### src/mem_pkg.sv
package mem_pkg;

    // basic widths
    localparam int XLEN = 64;
    localparam int ILEN = 32;

    typedef logic [XLEN-1:0] xlen_t;
    typedef logic [ILEN-1:0] inst_t;

    // bit 2 is signed, bits 1:0 are the access size
    typedef logic [2:0] mem_op_t;

    // writeback source: 0 alu, 1 mem, 2 csr
    typedef logic [1:0] reg_src_t;

    // size field of mem_op_t
    localparam logic [1:0] SZ_B = 2'd0;
    localparam logic [1:0] SZ_H = 2'd1;
    localparam logic [1:0] SZ_W = 2'd2;
    localparam logic [1:0] SZ_D = 2'd3;

    // unsigned doubleword encoding is reused as "no access"
    localparam mem_op_t MEM_OP_NONE = 3'b011;

    // clint window and its registers
    localparam xlen_t CLINT_BASE          = 64'h0000_0000_0200_0000;
    localparam xlen_t CLINT_LAST          = 64'h0000_0000_0200_BFFF;
    localparam xlen_t CLINT_MTIMECMP_ADDR = 64'h0000_0000_0200_4000;
    localparam xlen_t CLINT_MTIME_ADDR    = 64'h0000_0000_0200_BFF8;

    // data ram
    localparam xlen_t RAM_BASE    = 64'h0000_0000_8000_0000;
    localparam int    RAM_WORDS   = 512;
    localparam int    RAM_AW      = $clog2(RAM_WORDS);
    localparam int    RAM_LATENCY = 2;

    typedef enum logic [1:0] {
        S_IDLE = 2'd0,
        S_WAIT = 2'd1,
        S_DONE = 2'd2
    } lsu_state_e;

    // item handed over by execute
    typedef struct packed {
        logic     mem_wr;
        mem_op_t  mem_op;
        xlen_t    alu_res;
        xlen_t    rs2;
        xlen_t    rs1;
        reg_src_t reg_src;
        logic     reg_wr;
        logic     intr_en;
        inst_t    inst;
        xlen_t    pc;
    } ex_pkt_s;

    // item handed over to writeback
    typedef struct packed {
        xlen_t    mem_out;
        xlen_t    alu_res;
        reg_src_t reg_src;
        logic     reg_wr;
        logic     intr_en;
        xlen_t    rs1;
        inst_t    inst;
        xlen_t    pc;
    } wb_pkt_s;

    typedef struct packed {
        xlen_t      addr;
        xlen_t      wdata;
        logic       wr;
        logic [1:0] size;
    } ram_req_s;

endpackage

### src/lsu_stage.sv
`timescale 1ns/1ps

module lsu_stage (
    input  logic              clk,
    input  logic              i_arst_n,
    // execute side
    input  logic              i_ex_valid,
    input  mem_pkg::ex_pkt_s  i_ex_pkt,
    output logic              o_ex_ready,
    // writeback side
    output logic              o_wb_valid,
    output mem_pkg::wb_pkt_s  o_wb_pkt,
    input  logic              i_wb_allowin,
    // data ram
    output logic              o_ram_req,
    output mem_pkg::ram_req_s o_ram_cmd,
    input  logic              i_ram_rvalid,
    input  mem_pkg::xlen_t    i_ram_rdata,
    // clint
    output logic              o_clint_we,
    output logic              o_clint_re,
    output mem_pkg::xlen_t    o_clint_addr,
    output mem_pkg::xlen_t    o_clint_wdata,
    input  mem_pkg::xlen_t    i_clint_rdata
);
    import mem_pkg::*;

    logic       valid_q;
    ex_pkt_s    pkt_q;
    lsu_state_e state_q;
    lsu_state_e state_d;
    xlen_t      data_q;
    logic       data_en;
    xlen_t      addr;
    logic       is_mem;
    logic       in_clint;
    logic       is_clint;
    logic       is_ram;
    logic       ready_go;
    logic       leave;
    xlen_t      ram_ext;
    xlen_t      clint_val;

    // address decode
    assign addr     = pkt_q.alu_res;
    assign is_mem   = (pkt_q.mem_op != MEM_OP_NONE);
    assign in_clint = (addr >= CLINT_BASE) && (addr <= CLINT_LAST);
    assign is_clint = is_mem && in_clint;
    assign is_ram   = is_mem && !in_clint;

    // only ram accesses have to wait for data
    assign ready_go   = !is_ram || (state_q == S_DONE);
    assign o_wb_valid = valid_q && ready_go;
    assign leave      = o_wb_valid && i_wb_allowin;
    assign o_ex_ready = !valid_q || leave;

    // stage register
    always_ff @(posedge clk or negedge i_arst_n) begin
        if (!i_arst_n) begin
            valid_q <= 1'b0;
        end else if (o_ex_ready) begin
            valid_q <= i_ex_valid;
        end
    end

    always_ff @(posedge clk) begin
        if (o_ex_ready && i_ex_valid) begin
            pkt_q <= i_ex_pkt;
        end
    end

    always_comb begin
        state_d = state_q;
        data_en = 1'b0;
        case (state_q)
            S_IDLE: begin
                if (valid_q && is_ram) begin
                    state_d = S_WAIT;
                end else if (valid_q && is_clint && !i_wb_allowin) begin
                    // freeze the clint value while the writeback side stalls
                    state_d = S_DONE;
                    data_en = 1'b1;
                end
            end
            S_WAIT: begin
                if (i_ram_rvalid) begin
                    state_d = S_DONE;
                    data_en = 1'b1;
                end
            end
            S_DONE: begin
                if (i_wb_allowin) begin
                    state_d = S_IDLE;
                end
            end
            default: state_d = S_IDLE;
        endcase
    end

    always_ff @(posedge clk or negedge i_arst_n) begin
        if (!i_arst_n) begin
            state_q <= S_IDLE;
        end else begin
            state_q <= state_d;
        end
    end

    always_ff @(posedge clk) begin
        if (data_en) begin
            data_q <= (state_q == S_WAIT) ? i_ram_rdata : i_clint_rdata;
        end
    end

    // one ram request per item, on its first cycle
    assign o_ram_req       = valid_q && is_ram && (state_q == S_IDLE);
    assign o_ram_cmd.addr  = addr;
    assign o_ram_cmd.wdata = pkt_q.rs2;
    assign o_ram_cmd.wr    = pkt_q.mem_wr;
    assign o_ram_cmd.size  = pkt_q.mem_op[1:0];

    // a clint store commits once, as the item leaves
    assign o_clint_we    = valid_q && is_clint && pkt_q.mem_wr && i_wb_allowin;
    assign o_clint_re    = valid_q && is_clint && !pkt_q.mem_wr && (state_q == S_IDLE);
    assign o_clint_addr  = addr;
    assign o_clint_wdata = pkt_q.rs2;

    // load extension, bit 2 of mem_op selects sign
    always_comb begin
        case (pkt_q.mem_op[1:0])
            SZ_B: ram_ext = pkt_q.mem_op[2] ? {{56{data_q[7]}}, data_q[7:0]}
                                            : {56'd0, data_q[7:0]};
            SZ_H: ram_ext = pkt_q.mem_op[2] ? {{48{data_q[15]}}, data_q[15:0]}
                                            : {48'd0, data_q[15:0]};
            SZ_W: ram_ext = pkt_q.mem_op[2] ? {{32{data_q[31]}}, data_q[31:0]}
                                            : {32'd0, data_q[31:0]};
            default: ram_ext = data_q;
        endcase
    end

    assign clint_val = (state_q == S_DONE) ? data_q : i_clint_rdata;

    // writeback packet
    always_comb begin
        o_wb_pkt.mem_out = is_clint ? clint_val : ram_ext;
        o_wb_pkt.alu_res = pkt_q.alu_res;
        o_wb_pkt.reg_src = pkt_q.reg_src;
        o_wb_pkt.reg_wr  = pkt_q.reg_wr;
        o_wb_pkt.intr_en = pkt_q.intr_en;
        o_wb_pkt.rs1     = pkt_q.rs1;
        o_wb_pkt.inst    = pkt_q.inst;
        o_wb_pkt.pc      = pkt_q.pc;
    end

endmodule

### config.mk
export PLATFORM = sky130hd
export DESIGN_NAME = lsu_stage
export DESIGN_NICKNAME = d
export VERILOG_FILES = /design/src/mem_pkg.sv /design/src/lsu_stage.sv
export SDC_FILE = /design/constraint.sdc
export NUM_CORES = 1
export LEC_CHECK = 0
export BUFFER_PORTS_ARGS = -buffer_cell sky130_fd_sc_hd__buf_4
export CELL_PAD_IN_SITES_DETAIL_PLACEMENT = 1
export CELL_PAD_IN_SITES_GLOBAL_PLACEMENT = 2
export CORE_AREA = 2 2 386 388
export CTS_BUF_LIST = sky130_fd_sc_hd__clkbuf_4 sky130_fd_sc_hd__clkbuf_8 sky130_fd_sc_hd__clkbuf_16
export DETAILED_ROUTE_END_ITERATION = 7
export DIE_AREA = 0 0 388 390
export GPL_TIMING_DRIVEN = 1
export PLACE_DENSITY = 0.36
export SLEW_MARGIN = 10
export SYNTH_ARGS = -nofsm -noshare
export SYNTH_HDL_FRONTEND = slang
export SYNTH_SLANG_ARGS = --single-unit
### constraint.sdc
create_clock -name clk -period 19.15 [get_ports clk]
set_input_delay 1.915 -clock clk [delete_from_list [all_inputs] [get_ports clk]]
set_output_delay 1.915 -clock clk [all_outputs]
set_load 0.01 [all_outputs]
# ---- Yosys cells after proc, flatten, opt, wreduce, memory -nomap -nowiden
# Index checks and enable logic that the tools add are counted.
dict set report totals {
  regBits 363
  input_bits 429
  elab_cells 63
}
dict set report op_classes {
  n_lt_le_gt_ge 2
  n_eq_ne 8
  n_mux 16
  n_reduce_logical 24
}
# cell count
set ops {}
lappend ops {{$mux 64} 6}
lappend ops {{$pmux 64 s3} 1}
lappend ops {{$ge 64x26->1 const B} 1}
lappend ops {{$le 64x26->1 const B} 1}
lappend ops {{$logic_and 1x1->1} 14}
lappend ops {{$mux 2} 4}
lappend ops {{$pmux 2 s3} 1}
lappend ops {{$logic_not 1->1} 5}
lappend ops {{$eq 2x1->1 const B} 2}
lappend ops {{$eq 2x2->1 const B} 2}
lappend ops {{$logic_not 2->1} 2}
lappend ops {{$ne 2x2->1 const B} 2}
lappend ops {{$mux 1} 3}
lappend ops {{$ne 3x2->1 const B} 1}
lappend ops {{$ne 3x3->1 const B} 1}
lappend ops {{$reduce_and 3->1} 1}
lappend ops {{$logic_or 1x1->1} 2}
lappend ops {{$pmux 1 s2} 1}

# ---- Logic depth before layout (Yosys ltp)
dict set report depth {
  ltp_word 10
  depth_mapped 8
  depth_no_buf 6
}

# ---- Worst setup path before layout
# Ideal clock, no wire load.
dict set report synth_timing {
  kind {input-to-reg}
  from {input i_wb_allowin}
  to {register pkt_q, in the netlist o_clint_addr[0] (enable)}
  setup_ns 0.694
  arrival_time_ns 9.094
  t_required_ns 18.456
  slack_ns 9.362
  cell_stages 3
  path_cell_list {inv_1 o21ai_0 and2_1}
}
dict set report synth_between {
  elab_chain_len 3
}
# item line_no
set synth_rtl {}
lappend synth_rtl {{from (decl)} lsu_stage.sv:13} ;# input logic i_wb_allowin,
lappend synth_rtl {{$logic_and 1x1->1} lsu_stage.sv:54} ;# assign leave = o_wb_valid && i_wb_allowin;
lappend synth_rtl {{$logic_or 1x1->1} lsu_stage.sv:55} ;# assign o_ex_ready = !valid_q || leave;
lappend synth_rtl {{net o_ex_ready} lsu_stage.sv:9} ;# output logic o_ex_ready,
lappend synth_rtl {{$logic_and 1x1->1} lsu_stage.sv:67} ;# if (o_ex_ready && i_ex_valid) begin
lappend synth_rtl {{to (signal assigned)} lsu_stage.sv:68} ;# pkt_q <= i_ex_pkt;
lappend synth_rtl {{to (decl)} lsu_stage.sv:29} ;# ex_pkt_s pkt_q;
# The timed path passes the listed nets, and every way through them passes these cells.
# A chain may end at the register's enable or synchronous reset.

==> metrics.txt <==
post-synthesis sequential area ratio=66.0%; area share of the largest cell type after synthesis=65.6%; final worst-path setup slack=12,460 ps; buffer count from post-CTS setup fixing=0; Cell Rows=around 140; largest driver fanout on the critical path=16; RSZ-0062 raised after global routing=false; port bufs=just under 1,000; layer with the highest usage after global routing=met2; TritonRoute pass-1 iters=4; CP Data Arrival Time=between 4000 and 5000 ps; remaining global-route overflow=0; synth warn=0; reg-to-reg startpoint=o_clint_addr[40]; most used flip-flop cell after synthesis=edfxtp_1; wire length of the first global-routing pass=about 110,000 µm; area of the core region=roughly 150,000 µm²; most area-consuming cells after synthesis=edfxtp_1 66%, buf_4 22%, mux2_2 4.5%; count of distinct cell types in the synthesized netlist=34; Post-Route WL=around 80,000 µm; initial DRC count=approximately 410; number of nets at the end of the flow=2,047; kind of end point of the critical path=primary output; CTS tree=built; Clk Tree Root Cell=clkbuf_16; Num CTS Buffers=50; leakage power=roughly 9.6 nW; number of enable-type register cells in the synthesized netlist=360; met2 GRT Util=19.3%; final slew viol count=0; Required @ worst endpoint=between 15,000 and 20,000 ps; Die Span X=just under 400 µm; count leader, synth=buf_4; average cell area after synthesis=~15 µm²; peak supply drop=around 0.06 mV; library cell with the largest summed area after synthesis=edfxtp_1; Relative slew margins=21.4%; transition at the pin with the smallest max-transition slack=approximately 1200 ps; register clock-pin slew on the reported worst setup and hold paths=about 60 ps; largest net degree at the start of global routing=76; top cells by count, synth=488 x buf_4, 360 x edfxtp_1, 66 x mux2_2; critical path launch point=o_clint_addr[40]; critical setup path kind=reg2out; Sum Neg Setup Slack=0 ps; via density per instance=~2.9; share of final-layout standard cells stronger than drive strength 1=between 70 and 80%; class of the worst hold path=reg2reg; Setup crit start kind=flop; initial standard-cell utilization of the core=roughly 11%; global routing met1 resource utilization=approximately a tenth; Hold Crit Start=state_q[1]; number of gates resized after CTS=0; overall fraction of global-route tracks in use=between 10% and 20%; final hold viol count=0; power per cell area=110 nW/µm²; vias post-DR=just over 10,000; Synth Net Count=approximately 1,500; area growth from synthesis to layout=47.3%; Cell Area, Synth=16,500 µm²; vertical extent of the die=390 µm; number of register bits inferred by synthesis=363; Post-synth ARST share=0.826%; clock skew after layout=about 36 ps; run status=finished, final reports clean; total half-perimeter wirelength after legalization and detailed placement=66,500 µm; number of antenna violations at the first check in global routing=11; Die Outline Area=about 150,000 µm²; highest clock frequency the design can meet=~150 MHz; final number of setup-violating endpoints=0; WL/cell=~22 µm; synthesized netlist cell count=around 1,100; Sinks on Clock Net=between 300 and 400; DRC=0; I/O pins=just under 1,000; Post-CTS Hold Fix Bufs=0; insertion delay to the later sink of the worst-skew pair=between 600 and 700 ps; number of global-route vias before repair=about 11,000; buffer levels on the longest clock path=3; Place WS=roughly 13,000 ps; Final GP Congestion=approximately 0.81; # H-tree levels=2; part of the cycle the worst path needs=approximately a third; final critical path time including I/O delays and setup=between 6000 and 7000 ps; fill count=approximately 17,000; max-cap viol count=0; GR Layer Usage met3=under 10%; Routed Antenna Nets=0
-- worst max-delay path, stage by stage (launching register included) --
cell      delay (ps)
edfxtp_1         600
nor4_2           830
nand4_1          250
nor3_4           440
nor2b_1          780
mux2i_2          820
a221o_1          290
buf_4            130
-- cell usage in the layout (no fill, tap or decap), types with 3 or more instances in the layout --
master	synthesis	layout
bufinv_16	0	5
a221o_1	48	48
clkinv_1	0	10
edfxtp_1	360	360
nand2_1	27	27
nor2_1	4	4
clkbuf_16	0	50
clkinvlp_4	0	4
o221a_2	8	8
clkbuf_4	0	8
nand4_1	6	6
dfrtp_1	3	3
inv_1	3	3
o21ai_0	3	3
nor4_2	3	4
buf_4	488	995
a21oi_1	6	5
nor4_1	10	9
nor2b_1	4	3
mux2_2	66	66
diode_2	0	3
clkinv_2	0	10
-- power by group --
group / internal, W / leakage (nW) / switching, W
Sequential: 0.00102 / 3.34 / 0.0000677
Clock: 0.000559 / 0.805 / 0.000394
Combinational: 0.000304 / 5.43 / 0.000320
Total: 0.00189 / 9.57 / 0.000782
-- logic make-up after synthesis --
family          synth area share [%]
buf+inv                         23.0
compound gates                  4.18
mux                             4.68
simple gates                    2.13
flops                           66.0
-- per-stage QoR --
step | power, W | util, % | instances | instance area, µm² | hold WS (ps)
6_report | 0.00267 | 16.5 | 3589 | 24300 | 653
3_3_place_gp | 0.00175 | 15.4 | 3496 | 22600 | 635
4_1_cts | 0.00275 | 16.5 | 3586 | 24300 | 661
3_5_place_dp | 0.00175 | 15.4 | 3496 | 22600 | 651
2_1_floorplan | 0.00149 | - | 1081 | 16500 | 503
5_1_grt | 0.00280 | 16.5 | 3588 | 24300 | 711
-- area by class of cell --
class	instances	area [µm²]	area share, %
inverters	3	11.3	0.0464
flip-flops and latches	363	10900	44.8
repair buffers	995	7470	30.8
clock buffers	58	1310	5.40
multi-input cells	205	1850	7.61
diodes	3	7.51	0.0309
clock inverters	32	324	1.34
well taps	1930	2410	9.95
-- flip-flops by register name, indices dropped and copies added (netlist names) --
register,count
pkt_q,1
o_ram_cmd,3
valid_q,1
o_clint_wdata,64
o_wb_pkt,164
o_clint_addr,64
data_q,64
state_q,2
-- path summary, 6_finish.rpt --
kind | end | slack [ps] | cells after the start
max | o_wb_pkt[252] | 12460 | 7
min | state_q[0] | 650 | 1
max reg2reg | o_wb_pkt[5] | 13520 | 8
min reg2reg | state_q[0] | 650 | 1
max in group asynchronous | valid_q | 17960 | 1
min in group asynchronous | state_q[0] | 1080 | 1
-- routing by layer --
| metal | vias to the layer above | share of wire [%] |
|---|---|---|
| li1 | 4541 | - |
| met1 | 5165 | 35 |
| met2 | 508 | 55 |
| met3 | 89 | 6.9 |
| met4 | 6 | 2.9 |
| met5 | - | 0.050 |
No activity file was read; power rests on OpenSTA's default activity.
