[src/mem_pkg.sv]
package mem_pkg;

    // basic widths
    localparam int XLEN = 64;
    localparam int ILEN = 32;

    typedef logic [XLEN-1:0] xlen_t;
    typedef logic [ILEN-1:0] inst_t;

    // bit 2 is signed, bits 1:0 are the access size
    typedef logic [2:0] mem_op_t;

    // writeback source: 0 alu, 1 mem, 2 csr
    typedef logic [1:0] reg_src_t;

    // size field of mem_op_t
    localparam logic [1:0] SZ_B = 2'd0;
    localparam logic [1:0] SZ_H = 2'd1;
    localparam logic [1:0] SZ_W = 2'd2;
    localparam logic [1:0] SZ_D = 2'd3;

    // unsigned doubleword encoding is reused as "no access"
    localparam mem_op_t MEM_OP_NONE = 3'b011;

    // clint window and its registers
    localparam xlen_t CLINT_BASE          = 64'h0000_0000_0200_0000;
    localparam xlen_t CLINT_LAST          = 64'h0000_0000_0200_BFFF;
    localparam xlen_t CLINT_MTIMECMP_ADDR = 64'h0000_0000_0200_4000;
    localparam xlen_t CLINT_MTIME_ADDR    = 64'h0000_0000_0200_BFF8;

    // data ram
    localparam xlen_t RAM_BASE    = 64'h0000_0000_8000_0000;
    localparam int    RAM_WORDS   = 512;
    localparam int    RAM_AW      = $clog2(RAM_WORDS);
    localparam int    RAM_LATENCY = 2;

    typedef enum logic [1:0] {
        S_IDLE = 2'd0,
        S_WAIT = 2'd1,
        S_DONE = 2'd2
    } lsu_state_e;

    // item handed over by execute
    typedef struct packed {
        logic     mem_wr;
        mem_op_t  mem_op;
        xlen_t    alu_res;
        xlen_t    rs2;
        xlen_t    rs1;
        reg_src_t reg_src;
        logic     reg_wr;
        logic     intr_en;
        inst_t    inst;
        xlen_t    pc;
    } ex_pkt_s;

    // item handed over to writeback
    typedef struct packed {
        xlen_t    mem_out;
        xlen_t    alu_res;
        reg_src_t reg_src;
        logic     reg_wr;
        logic     intr_en;
        xlen_t    rs1;
        inst_t    inst;
        xlen_t    pc;
    } wb_pkt_s;

    typedef struct packed {
        xlen_t      addr;
        xlen_t      wdata;
        logic       wr;
        logic [1:0] size;
    } ram_req_s;

endpackage

[src/clint.sv]
`timescale 1ns/1ps

module clint (
    input  logic           clk,
    input  logic           i_arst_n,
    input  logic           i_we,
    input  logic           i_re,
    input  mem_pkg::xlen_t i_addr,
    input  mem_pkg::xlen_t i_wdata,
    output mem_pkg::xlen_t o_rdata,
    output logic           o_mtip
);
    import mem_pkg::*;

    xlen_t mtime_q;
    xlen_t mtimecmp_q;
    logic  sel_mtime;
    logic  sel_mtimecmp;
    logic  mtime_we;
    logic  mtimecmp_we;

    // register decode
    assign sel_mtime    = (i_addr == CLINT_MTIME_ADDR);
    assign sel_mtimecmp = (i_addr == CLINT_MTIMECMP_ADDR);
    assign mtime_we     = i_we && sel_mtime;
    assign mtimecmp_we  = i_we && sel_mtimecmp;

    // free running timer, a write overrides the increment
    always_ff @(posedge clk or negedge i_arst_n) begin
        if (!i_arst_n) begin
            mtime_q <= '0;
        end else if (mtime_we) begin
            mtime_q <= i_wdata;
        end else begin
            mtime_q <= mtime_q + 1'b1;
        end
    end

    // compare value, all ones keeps the interrupt off
    always_ff @(posedge clk or negedge i_arst_n) begin
        if (!i_arst_n) begin
            mtimecmp_q <= '1;
        end else if (mtimecmp_we) begin
            mtimecmp_q <= i_wdata;
        end
    end

    always_ff @(posedge clk or negedge i_arst_n) begin
        if (!i_arst_n) begin
            o_mtip <= 1'b0;
        end else begin
            o_mtip <= (mtime_q >= mtimecmp_q);
        end
    end

    // same cycle read, unmapped offsets read as zero
    always_comb begin
        o_rdata = '0;
        if (i_re) begin
            if (sel_mtime) begin
                o_rdata = mtime_q;
            end else if (sel_mtimecmp) begin
                o_rdata = mtimecmp_q;
            end
        end
    end

endmodule

[config.mk]
export PLATFORM = sky130hd
export DESIGN_NAME = clint
export DESIGN_NICKNAME = d
export VERILOG_FILES = /design/src/mem_pkg.sv /design/src/clint.sv
export SDC_FILE = /design/constraint.sdc
export NUM_CORES = 1
export LEC_CHECK = 0
export BUFFER_PORTS_ARGS = -buffer_cell sky130_fd_sc_hd__buf_4
export CAP_MARGIN = 20
export CORE_MARGIN = 1
export CORE_UTILIZATION = 55
export DETAILED_ROUTE_END_ITERATION = 10
export PLACE_DENSITY = 0.8
export SLEW_MARGIN = 25
export SYNTH_ARGS = -nofsm -noshare
export SYNTH_HDL_FRONTEND = slang
export SYNTH_SLANG_ARGS = --single-unit
[constraint.sdc]
create_clock -name clk -period 3.2 [get_ports clk]
set_clock_uncertainty 0.15 [all_clocks]
set_input_delay 0.32 -clock clk [delete_from_list [all_inputs] [get_ports clk]]
set_output_delay 0.32 -clock clk [all_outputs]
set_load 0.01 [all_outputs]
# == Word level (Yosys, flattened, before mapping) ==
# Cells that the tools add are included.
# op_classes
addsub,1
mul,0
div_mod_pow,0
order_cmp,1
n_eq_ne,2
shift,0
mux,4
n_bitwise,0
n_reduce_logical,2
# op_table
cell,n
$mux W64,4
$eq A64 B26 Y1 const B,2
$add A64 B1 Y64 const B,1
$ge A64 B64 Y1,1
$logic_and A1 B1 Y1,2
# word_totals
ff_bits,129
latch_bits,0
ram_bits,0
mem_bits_ro,0
out_inout_bits,65
mem_count,0

# == Logic depth before layout (Yosys ltp) ==
# Gate-level depths: netlist (run 1).
# logic_depth
ltp_word,4
mapped_depth,8
mapped_depth_nobuf,8

# == Worst setup path after synthesis (run 1) ==
# No wires, ideal clock.
# synth_path
path_type,input to output
from,input i_addr[27]
to,output o_rdata[23]
arrival_time_ns,1.842
required_ns,2.730
path_slack_ns,0.888
cell_stages,7
n_path_buf,2
path_cell_list,nor4b_1 -> nand4_1 -> nor3_1 -> and3_1 -> buf_2 -> buf_1 -> a22o_1
# synth_via
elab_chain_cells,4
# synth_lines
item,line,rtl
"start, declared",clint.sv:8,"input mem_pkg::xlen_t i_addr,"
$eq A64 B26 Y1,clint.sv:24,assign sel_mtimecmp = (i_addr == CLINT_MTIMECMP_ADDR);
$mux W64,clint.sv:62,end else if (sel_mtimecmp) begin
$mux W64 *,clint.sv:60,if (sel_mtime) begin
$mux W64 *,clint.sv:59,if (i_re) begin
"end, declared",clint.sv:10,"output mem_pkg::xlen_t o_rdata,"
# Mark *: on every way between the ends. The rest lies on a longest branch, timed or not.

# == Worst setup path in the final report (run 1) ==
# layout_path
from,input i_addr[51]
to,output o_rdata[38]
# Same word-level chain as after synthesis.

==> out/summary.txt, run 1 <==
# port buffers: 196
R2R Setup Slk: 0.59 ns
cell mode on critical path: buf_4
Pins Over Slew Limit: 0
P_leak: 4.90 nW
Max Freq: 346 MHz
WP data required: 2.73 ns
Buf/Inv on CP: 4
post-route ant nets: 0
DR WL met2: 11.1 mm
Initial Utilization: 0.560
Peak VDD IR: 0.000395 V
Via density: 5.78
# DRC: 0
router iterations before antenna repair: 5
Vias: 7649
WHS: 0.0169 ns
layout cells sized above 1: 0.340
cells along the critical path: buf_4 > nor4_1 > nand4_1 > nor4_2 > buf_4 > and3_2 > buf_12 > a22o_1 > buf_4
syn_nets: 1071
Worst Hold Depth: 2
# setup viols final: 0
height of the die: 126 um
dpl cells: 1227
clk root buf: clkbuf_16
first-pass GRT wire length: 37.7 mm
CP Launch Point: i_addr[51]
Non-Filler Instances: 1323
Global Route Usage Sum: 0.298
Ant. Diodes: 0
Rows: 45
HPWL Detailed: 15.1 mm
drt total wl: 22.6 mm
CP Data Arrival Time: 2.42 ns
Max-Slew Margin vs Limit: 0.383
Sum Neg Setup Slack: 0 ns
WL met1: 10.2 mm
clk slew on worst S/H paths: 0.06 ns
Critical Path Fanout Max: 64
outcome: complete, no violations
core box area: 15100 um2
max_cap viols: 0
synth warn: 0
Worst Tran Pin Value: 0.926 ns
Crit. End Element: output pin
Remaining Overflow, GRT: 0
Layout area overhead: 33.7%
I/O Pins: 197
1st-iter DRT viols: 471
kind of cell adding the most delay to the critical path: simple AND/OR/NAND/NOR gates
synthesis-stage register bit count: 129
layout net count: 1319
critical-path cell with the highest stage delay: nor4_1
initial antenna violation count: 0
Post-synth top flop: dfrtp_1
largest net degree at the start of global routing: 127
Async SR Flop Fraction: 1.00
CTS buffer count: 17
post-CTS resize count: 0
CTS Sinks: 129
startpoint types: primary input
RSZ-0062 raised after global routing: false
Final GP Congestion: 0.840
Final Hold Viols: 0
die area: 15900 um2
worst r2r src: mtime_q[13]
Hold Path Class: in -> reg
CP Class: in -> out
slowest stage delay, CP: 0.42 ns
R2R cell count: 6
Final min period: 2.89 ns
PwrDens: 331 nW/um2
hold_sp: i_wdata[52]
number of global-route vias before repair: 7706
cell area after synthesis: 8480 um2
WL met3: 998 um
worst hold path endpoint: mtimecmp_q[52]
Clock H-tree levels: 4
Synth cell types: 44
Synth Instances: 874
worst reg2reg path endpoint: mtime_q[48]
fillcell total: 1094
post-synthesis average cell area: 9.71 um2
CTS Buffer Depth: 2
Die X: 126 um
period utilization: 0.902
Post-synth EDFFs: 0
CTS tree: done
Top Metal Used: met4
routed len/inst: 17.1 um
sequential area share after synthesis: 0.390
worst-skew pair later-pin latency: 0.42 ns
==> worst max-delay path by stage <==
stage	endpoint	cells past startpoint	slack, ns
2_1_floorplan	o_rdata[23]	7	0.89
3_3_place_gp	o_rdata[24]	9	0.42
3_5_place_dp	o_rdata[24]	9	0.35
4_1_cts	o_rdata[24]	9	0.35
5_1_grt	o_rdata[38]	9	0.22
6_report	o_rdata[38]	9	0.31
==> cell usage in the layout (no fill, tap or decap), types with 17 or more instances in the layout <==
| master | n |
|---|---|
| mux2_2 | 66 |
| xnor2_1 | 38 |
| ha_1 | 65 |
| a22o_1 | 64 |
| dfrtp_1 | 65 |
| nor4_1 | 24 |
| dfstp_2 | 64 |
| nand2_1 | 38 |
| buf_4 | 201 |
| nand3_1 | 24 |
| xor2_1 | 24 |
| inv_1 | 74 |
| dlygate4sd3_1 | 64 |
| nor2_1 | 81 |
| clkbuf_16 | 17 |
| a21oi_1 | 89 |
| nand4_1 | 24 |
==> worst reg2reg max path: cells and delay by family (launching register included) <==
| kind | cells | cell delay (ns) |
|---|---|---|
| AOI/OAI and AO/OA | 1 | 0.09 |
| xor gates and xnor gates | 1 | 0.17 |
| DFF | 1 | 0.46 |
| and+or+nand+nor | 4 | 1.60 |
==> kinds of logic (layout without fill, tap and decap cells) <==
family | count (synthesis) | in the layout | share of synthesized area
AND/OR/NAND/NOR | 258 | 258 | 0.167
AO/OA/AOI/OAI | 180 | 180 | 0.140
flip-flops | 129 | 129 | 0.390
buffers and inverters | 114 | 375 | 0.0558
multiplexers | 66 | 66 | 0.0876
adder cells (fa/ha/maj) | 65 | 65 | 0.0959
XOR/XNOR | 62 | 62 | 0.0640
==> where the power goes <==
| part | switching, mW | total [mW] | internal (mW) |
|---|---|---|---|
| Combinational | 0.0897 | 0.249 | 0.159 |
| Sequential | 0 | 1.64 | 1.64 |
| Clock | 0.729 | 1.86 | 1.14 |
==> Yosys cell counts, types with 2 or more instances <==
master	count	share of area
inv_1	74	0.033
nor4_4	2	0.0050
nor2_1	81	0.036
nor4_2	6	0.0088
xnor2_1	38	0.039
buf_1	8	0.0035
and2_1	2	0.0015
and3_1	14	0.010
buf_6	2	0.0027
xor2_1	24	0.025
o211ai_1	2	0.0018
ha_1	65	0.096
a21o_1	6	0.0053
nand3_2	6	0.0071
buf_2	21	0.012
nor4b_1	2	0.0021
nor3_1	16	0.0094
o21ai_0	12	0.0071
dfrtp_1	65	0.19
mux2_2	66	0.088
nand3_1	25	0.015
or4_1	3	0.0027
a22o_1	64	0.066
clkbuf_1	8	0.0035
nand2_1	38	0.017
a221o_1	2	0.0024
a21oi_1	89	0.053
nor4_1	24	0.018
dfstp_2	64	0.20
and4_1	8	0.0083
nand4_1	24	0.018
==> state kept, by name, summed over array words and instances, names as in the netlist <==
| signal | flops |
|---|---|
| mtime_q | 64 |
| mtimecmp_q | 64 |
| o_mtip | 1 |
==> stage by stage <==
stage / total power, mW / worst slack [ns] / cell area (um2) / util
5_1_grt: 3.87 / 0.219 / 11300 / 0.749
4_1_cts: 3.79 / 0.348 / 11300 / 0.749
3_5_place_dp: 1.85 / 0.349 / 10100 / 0.669
3_3_place_gp: 1.84 / 0.420 / 10100 / 0.669
2_1_floorplan: 1.67 / 0.888 / 8480 / -
6_report: 3.75 / 0.313 / 11300 / 0.749
==> layout make-up <==
type,instances,area (um2),share of cell area
Clock buffer,17,425,0.0375
Tap cell,188,235,0.0207
Inverter,74,278,0.0245
Sequential cell,129,3310,0.292
Clock inverter,15,145,0.0128
Multi-Input combinational cell,631,4720,0.416
Timing Repair Buffer,269,2230,0.197
==> layer usage <==
| metal | track usage | vias to the layer above |
|---|---|---|
| li1 | - | 3647 |
| met4 | 0.105 | 0 |
| met5 | 0 | - |
| met3 | 0.0497 | 35 |
| met1 | 0.391 | 3743 |
| met2 | 0.498 | 224 |
==> repair_timing <==
item	CTS	global route
hold endpoints to repair	96	0
hold buffers	64	0
buffers inserted	0	0
(Power assumes the default switching activity.)
==> run 2: changes to the inputs <==
--- a/config.mk
+++ b/config.mk
@@ -8,9 +8,9 @@
 export BUFFER_PORTS_ARGS = -buffer_cell sky130_fd_sc_hd__buf_4
 export CAP_MARGIN = 20
 export CORE_MARGIN = 1
-export CORE_UTILIZATION = 55
+export CORE_UTILIZATION = 59
 export DETAILED_ROUTE_END_ITERATION = 10
-export PLACE_DENSITY = 0.8
+export PLACE_DENSITY = 0.85
 export SLEW_MARGIN = 25
 export SYNTH_ARGS = -nofsm -noshare
 export SYNTH_HDL_FRONTEND = slang
==> constraint.sdc (replaced) <==
create_clock -name clk -period 3.7 [get_ports clk]
set_clock_uncertainty 0.15 [all_clocks]
set_input_delay 0.37 -clock clk [delete_from_list [all_inputs] [get_ports clk]]
set_output_delay 0.37 -clock clk [all_outputs]
set_load 0.01 [all_outputs]
==> run 2 against run 1 <==
  * Core utilization rose by 2.4 points
  * Global-route usage increased by 1.3 points
  * Hold slack improved by 0.016 ns
  * Register-to-register slack improved by 0.34 ns
  * Combinational power decreased by 37%
  * Cell count down 5.4%
  * Non-clock buffer count down 63
  * Die area down 6.7%
  * Sequential power shrank 13%
  * Routed wire length shrank 2.9%
  * Critical endpoint is now o_rdata[54]
  * Largest cell class unchanged
  * Largest power group unchanged
==> out/summary.txt, run 2 (synthesized netlist as in run 1, its figures left out) <==
outcome: complete, no violations
CP Class: in -> out
Total Power: 3.43 mW (-8.5%)
Final GP Congestion: 0.860 (+2.4%)
CTS tree: done
R2R cell count: 8 (+2)
final instance area: 10800 um2 (-5.0%)
Rows: 43 (-4.4%)
post-CTS resize count: 0 (unchanged)
Hold Path Class: in -> reg
worst-skew pair later-pin latency: 0.43 ns (about the same)
initial antenna violation count: 0 (unchanged)
clk slew on worst S/H paths: 0.06 ns (about the same)
WP data required: 3.18 ns (+0.45 ns)
max_cap viols: 0 (unchanged)
Peak VDD IR: 0.000512 V (+30%)
Crit. End Element: output pin
Via density: 5.88 (+1.7%)
Sum Neg Setup Slack: 0 ns (unchanged)
RSZ-0062 raised after global routing: false
Global Route Usage Sum: 0.311 (+0.0132)
worst reg2reg path endpoint: o_mtip
area post-placement: 10100 um2 (-0.22%)
Top Metal Used: met4
Clock H-tree levels: 4 (unchanged)
HPWL Detailed: 15.5 mm (+2.4%)
clk root buf: clkbuf_16
postcts setup bufs: 0 (unchanged)
routed len/inst: 17.5 um (+2.6%)
Remaining Overflow, GRT: 0 (unchanged)
cells along the critical path: buf_4 > nor4_1 > nand4_1 > nor3_1 > and3_2 > buf_12 > a22o_1 > buf_4
I/O Pins: 197 (unchanged)
dpl cells: 1219 (-0.65%)
WL met1: 9.50 mm (-6.7%)
Max Freq: 314 MHz
core box area: 13900 um2 (-8.0%)
worst r2r src: mtimecmp_q[37]
layout cells sized above 1: 0.359 (+0.0191)
Buf/Inv on CP: 3 (-1)
worst hold path endpoint: mtimecmp_q[14]
Final Hold Viols: 0 (unchanged)
Initial Utilization: 0.609 (+0.0487)
drt total wl: 22.0 mm (-2.9%)
1st-iter DRT viols: 468 (-0.64%)
Ant. Diodes: 0 (unchanged)
router iterations before antenna repair: 5 (unchanged)
# port buffers: 196 (unchanged)
DR WL met2: 11.0 mm (-0.83%)
commonest non-fill, non-tap cell in the layout: buf_4
PwrDens: 319 nW/um2 (-3.7%)
CP Launch Point: i_addr[16]
commonest non-fill, non-tap cells in the layout: buf_4 (202), a21oi_1 (89), nor2_1 (81)
kind of cell adding the most delay to the critical path: simple AND/OR/NAND/NOR gates
cell mode on critical path: buf_4
die area: 14900 um2 (-6.7%)
Final min period: 3.19 ns
hold_sp: i_wdata[14]
Non-Filler Instances: 1252 (-5.4%)
Pins Over Slew Limit: 0 (unchanged)
# setup viols final: 0 (unchanged)
R2R Setup Slk: 0.93 ns (+0.34 ns)
first-pass GRT wire length: 35.7 mm (-5.3%)
CTS Buffer Depth: 2 (unchanged)
P_leak: 4.68 nW (-4.5%)
WL met3: 1.04 mm (+3.7%)
height of the die: 122 um (-3.4%)
CP Data Arrival Time: 2.67 ns (+0.25 ns)
Max-Slew Margin vs Limit: 0.384 (+0.00142)
CTS buffer count: 17 (unchanged)
Critical Path Fanout Max: 40 (-38%)
Layout area overhead: 26.9%
CTS Sinks: 129 (unchanged)
number of global-route vias before repair: 7359 (-4.5%)
# DRC: 0 (unchanged)
top flop regs: mtime_q x64, mtimecmp_q x64, o_mtip x1
period utilization: 0.861
critical-path cell with the highest stage delay: and3_2
Vias: 7359 (-3.8%)
slowest stage delay, CP: 0.62 ns (+0.20 ns)
Die X: 122 um (-3.4%)
largest net degree at the start of global routing: 73 (-43%)
Worst Hold Depth: 2 (unchanged)
Worst Tran Pin Value: 0.924 ns (-0.00213 ns)
startpoint types: primary input
layout net count: 1256 (-4.8%)
post-route ant nets: 0 (unchanged)
-- run 2: stage by stage --
stage / utilization / setup slack (ns) / hold WS [ns]
after global placement: 0.725 / 0.584 / 0.324
after detailed placement: 0.725 / 0.550 / 0.324
final: 0.773 / 0.513 / 0.0332
after floorplan: - / 1.29 / -0.0756
after global routing: 0.773 / 0.304 / 0.0287
after CTS: 0.773 / 0.562 / 0.0260
-- run 2: worst max-delay path by stage --
| stage | slack [ns] | to | cells after the start |
|---|---|---|---|
| 6_report | 0.51 | o_rdata[54] | 8 |
| 5_1_grt | 0.30 | o_rdata[59] | 8 |
| 4_1_cts | 0.56 | o_rdata[59] | 8 |
| 3_5_place_dp | 0.55 | o_rdata[59] | 8 |
| 3_3_place_gp | 0.58 | o_rdata[60] | 8 |
| 2_1_floorplan | 1.29 | o_rdata[23] | 7 |
-- run 2: repair_timing --
item	CTS	global route
endpoints found under the hold margin	23	0
setup endpoints to repair	0	0
hold buffers	1	0
-- run 2: where the power goes --
part	internal, mW	total, mW	switching, mW	leakage [nW]
Clock	1.24	1.86	0.616	0.323
Combinational	0.0938	0.158	0.0641	3.11
Sequential	1.42	1.42	0	1.25
Total	2.75	3.43	0.680	4.68
-- run 2: routing by layer --
layer | vias up | GRT usage
li1 | 3528 | -
met1 | 3569 | 0.394
met2 | 222 | 0.527
met3 | 40 | 0.0632
met4 | 0 | 0.106
met5 | - | 0
-- run 2: cell type report --
type,instances,area (um2)
Fill cell,1012,3170
Timing Repair Buffer,206,1590
Sequential cell,129,3310
Clock inverter,11,183
Inverter,74,278
Clock buffer,21,470
Tap cell,180,225
Multi-Input combinational cell,631,4720
-- run 2: worst register-to-register path, cell delays in order (launching register included) --
cell	delay [ns]
dfstp_2	0.56
inv_1	0.05
ha_1	0.30
and4_1	0.23
nand3_1	0.13
or4_1	0.58
a311oi_1	0.35
nor3_1	0.15
o21ai_0	0.19
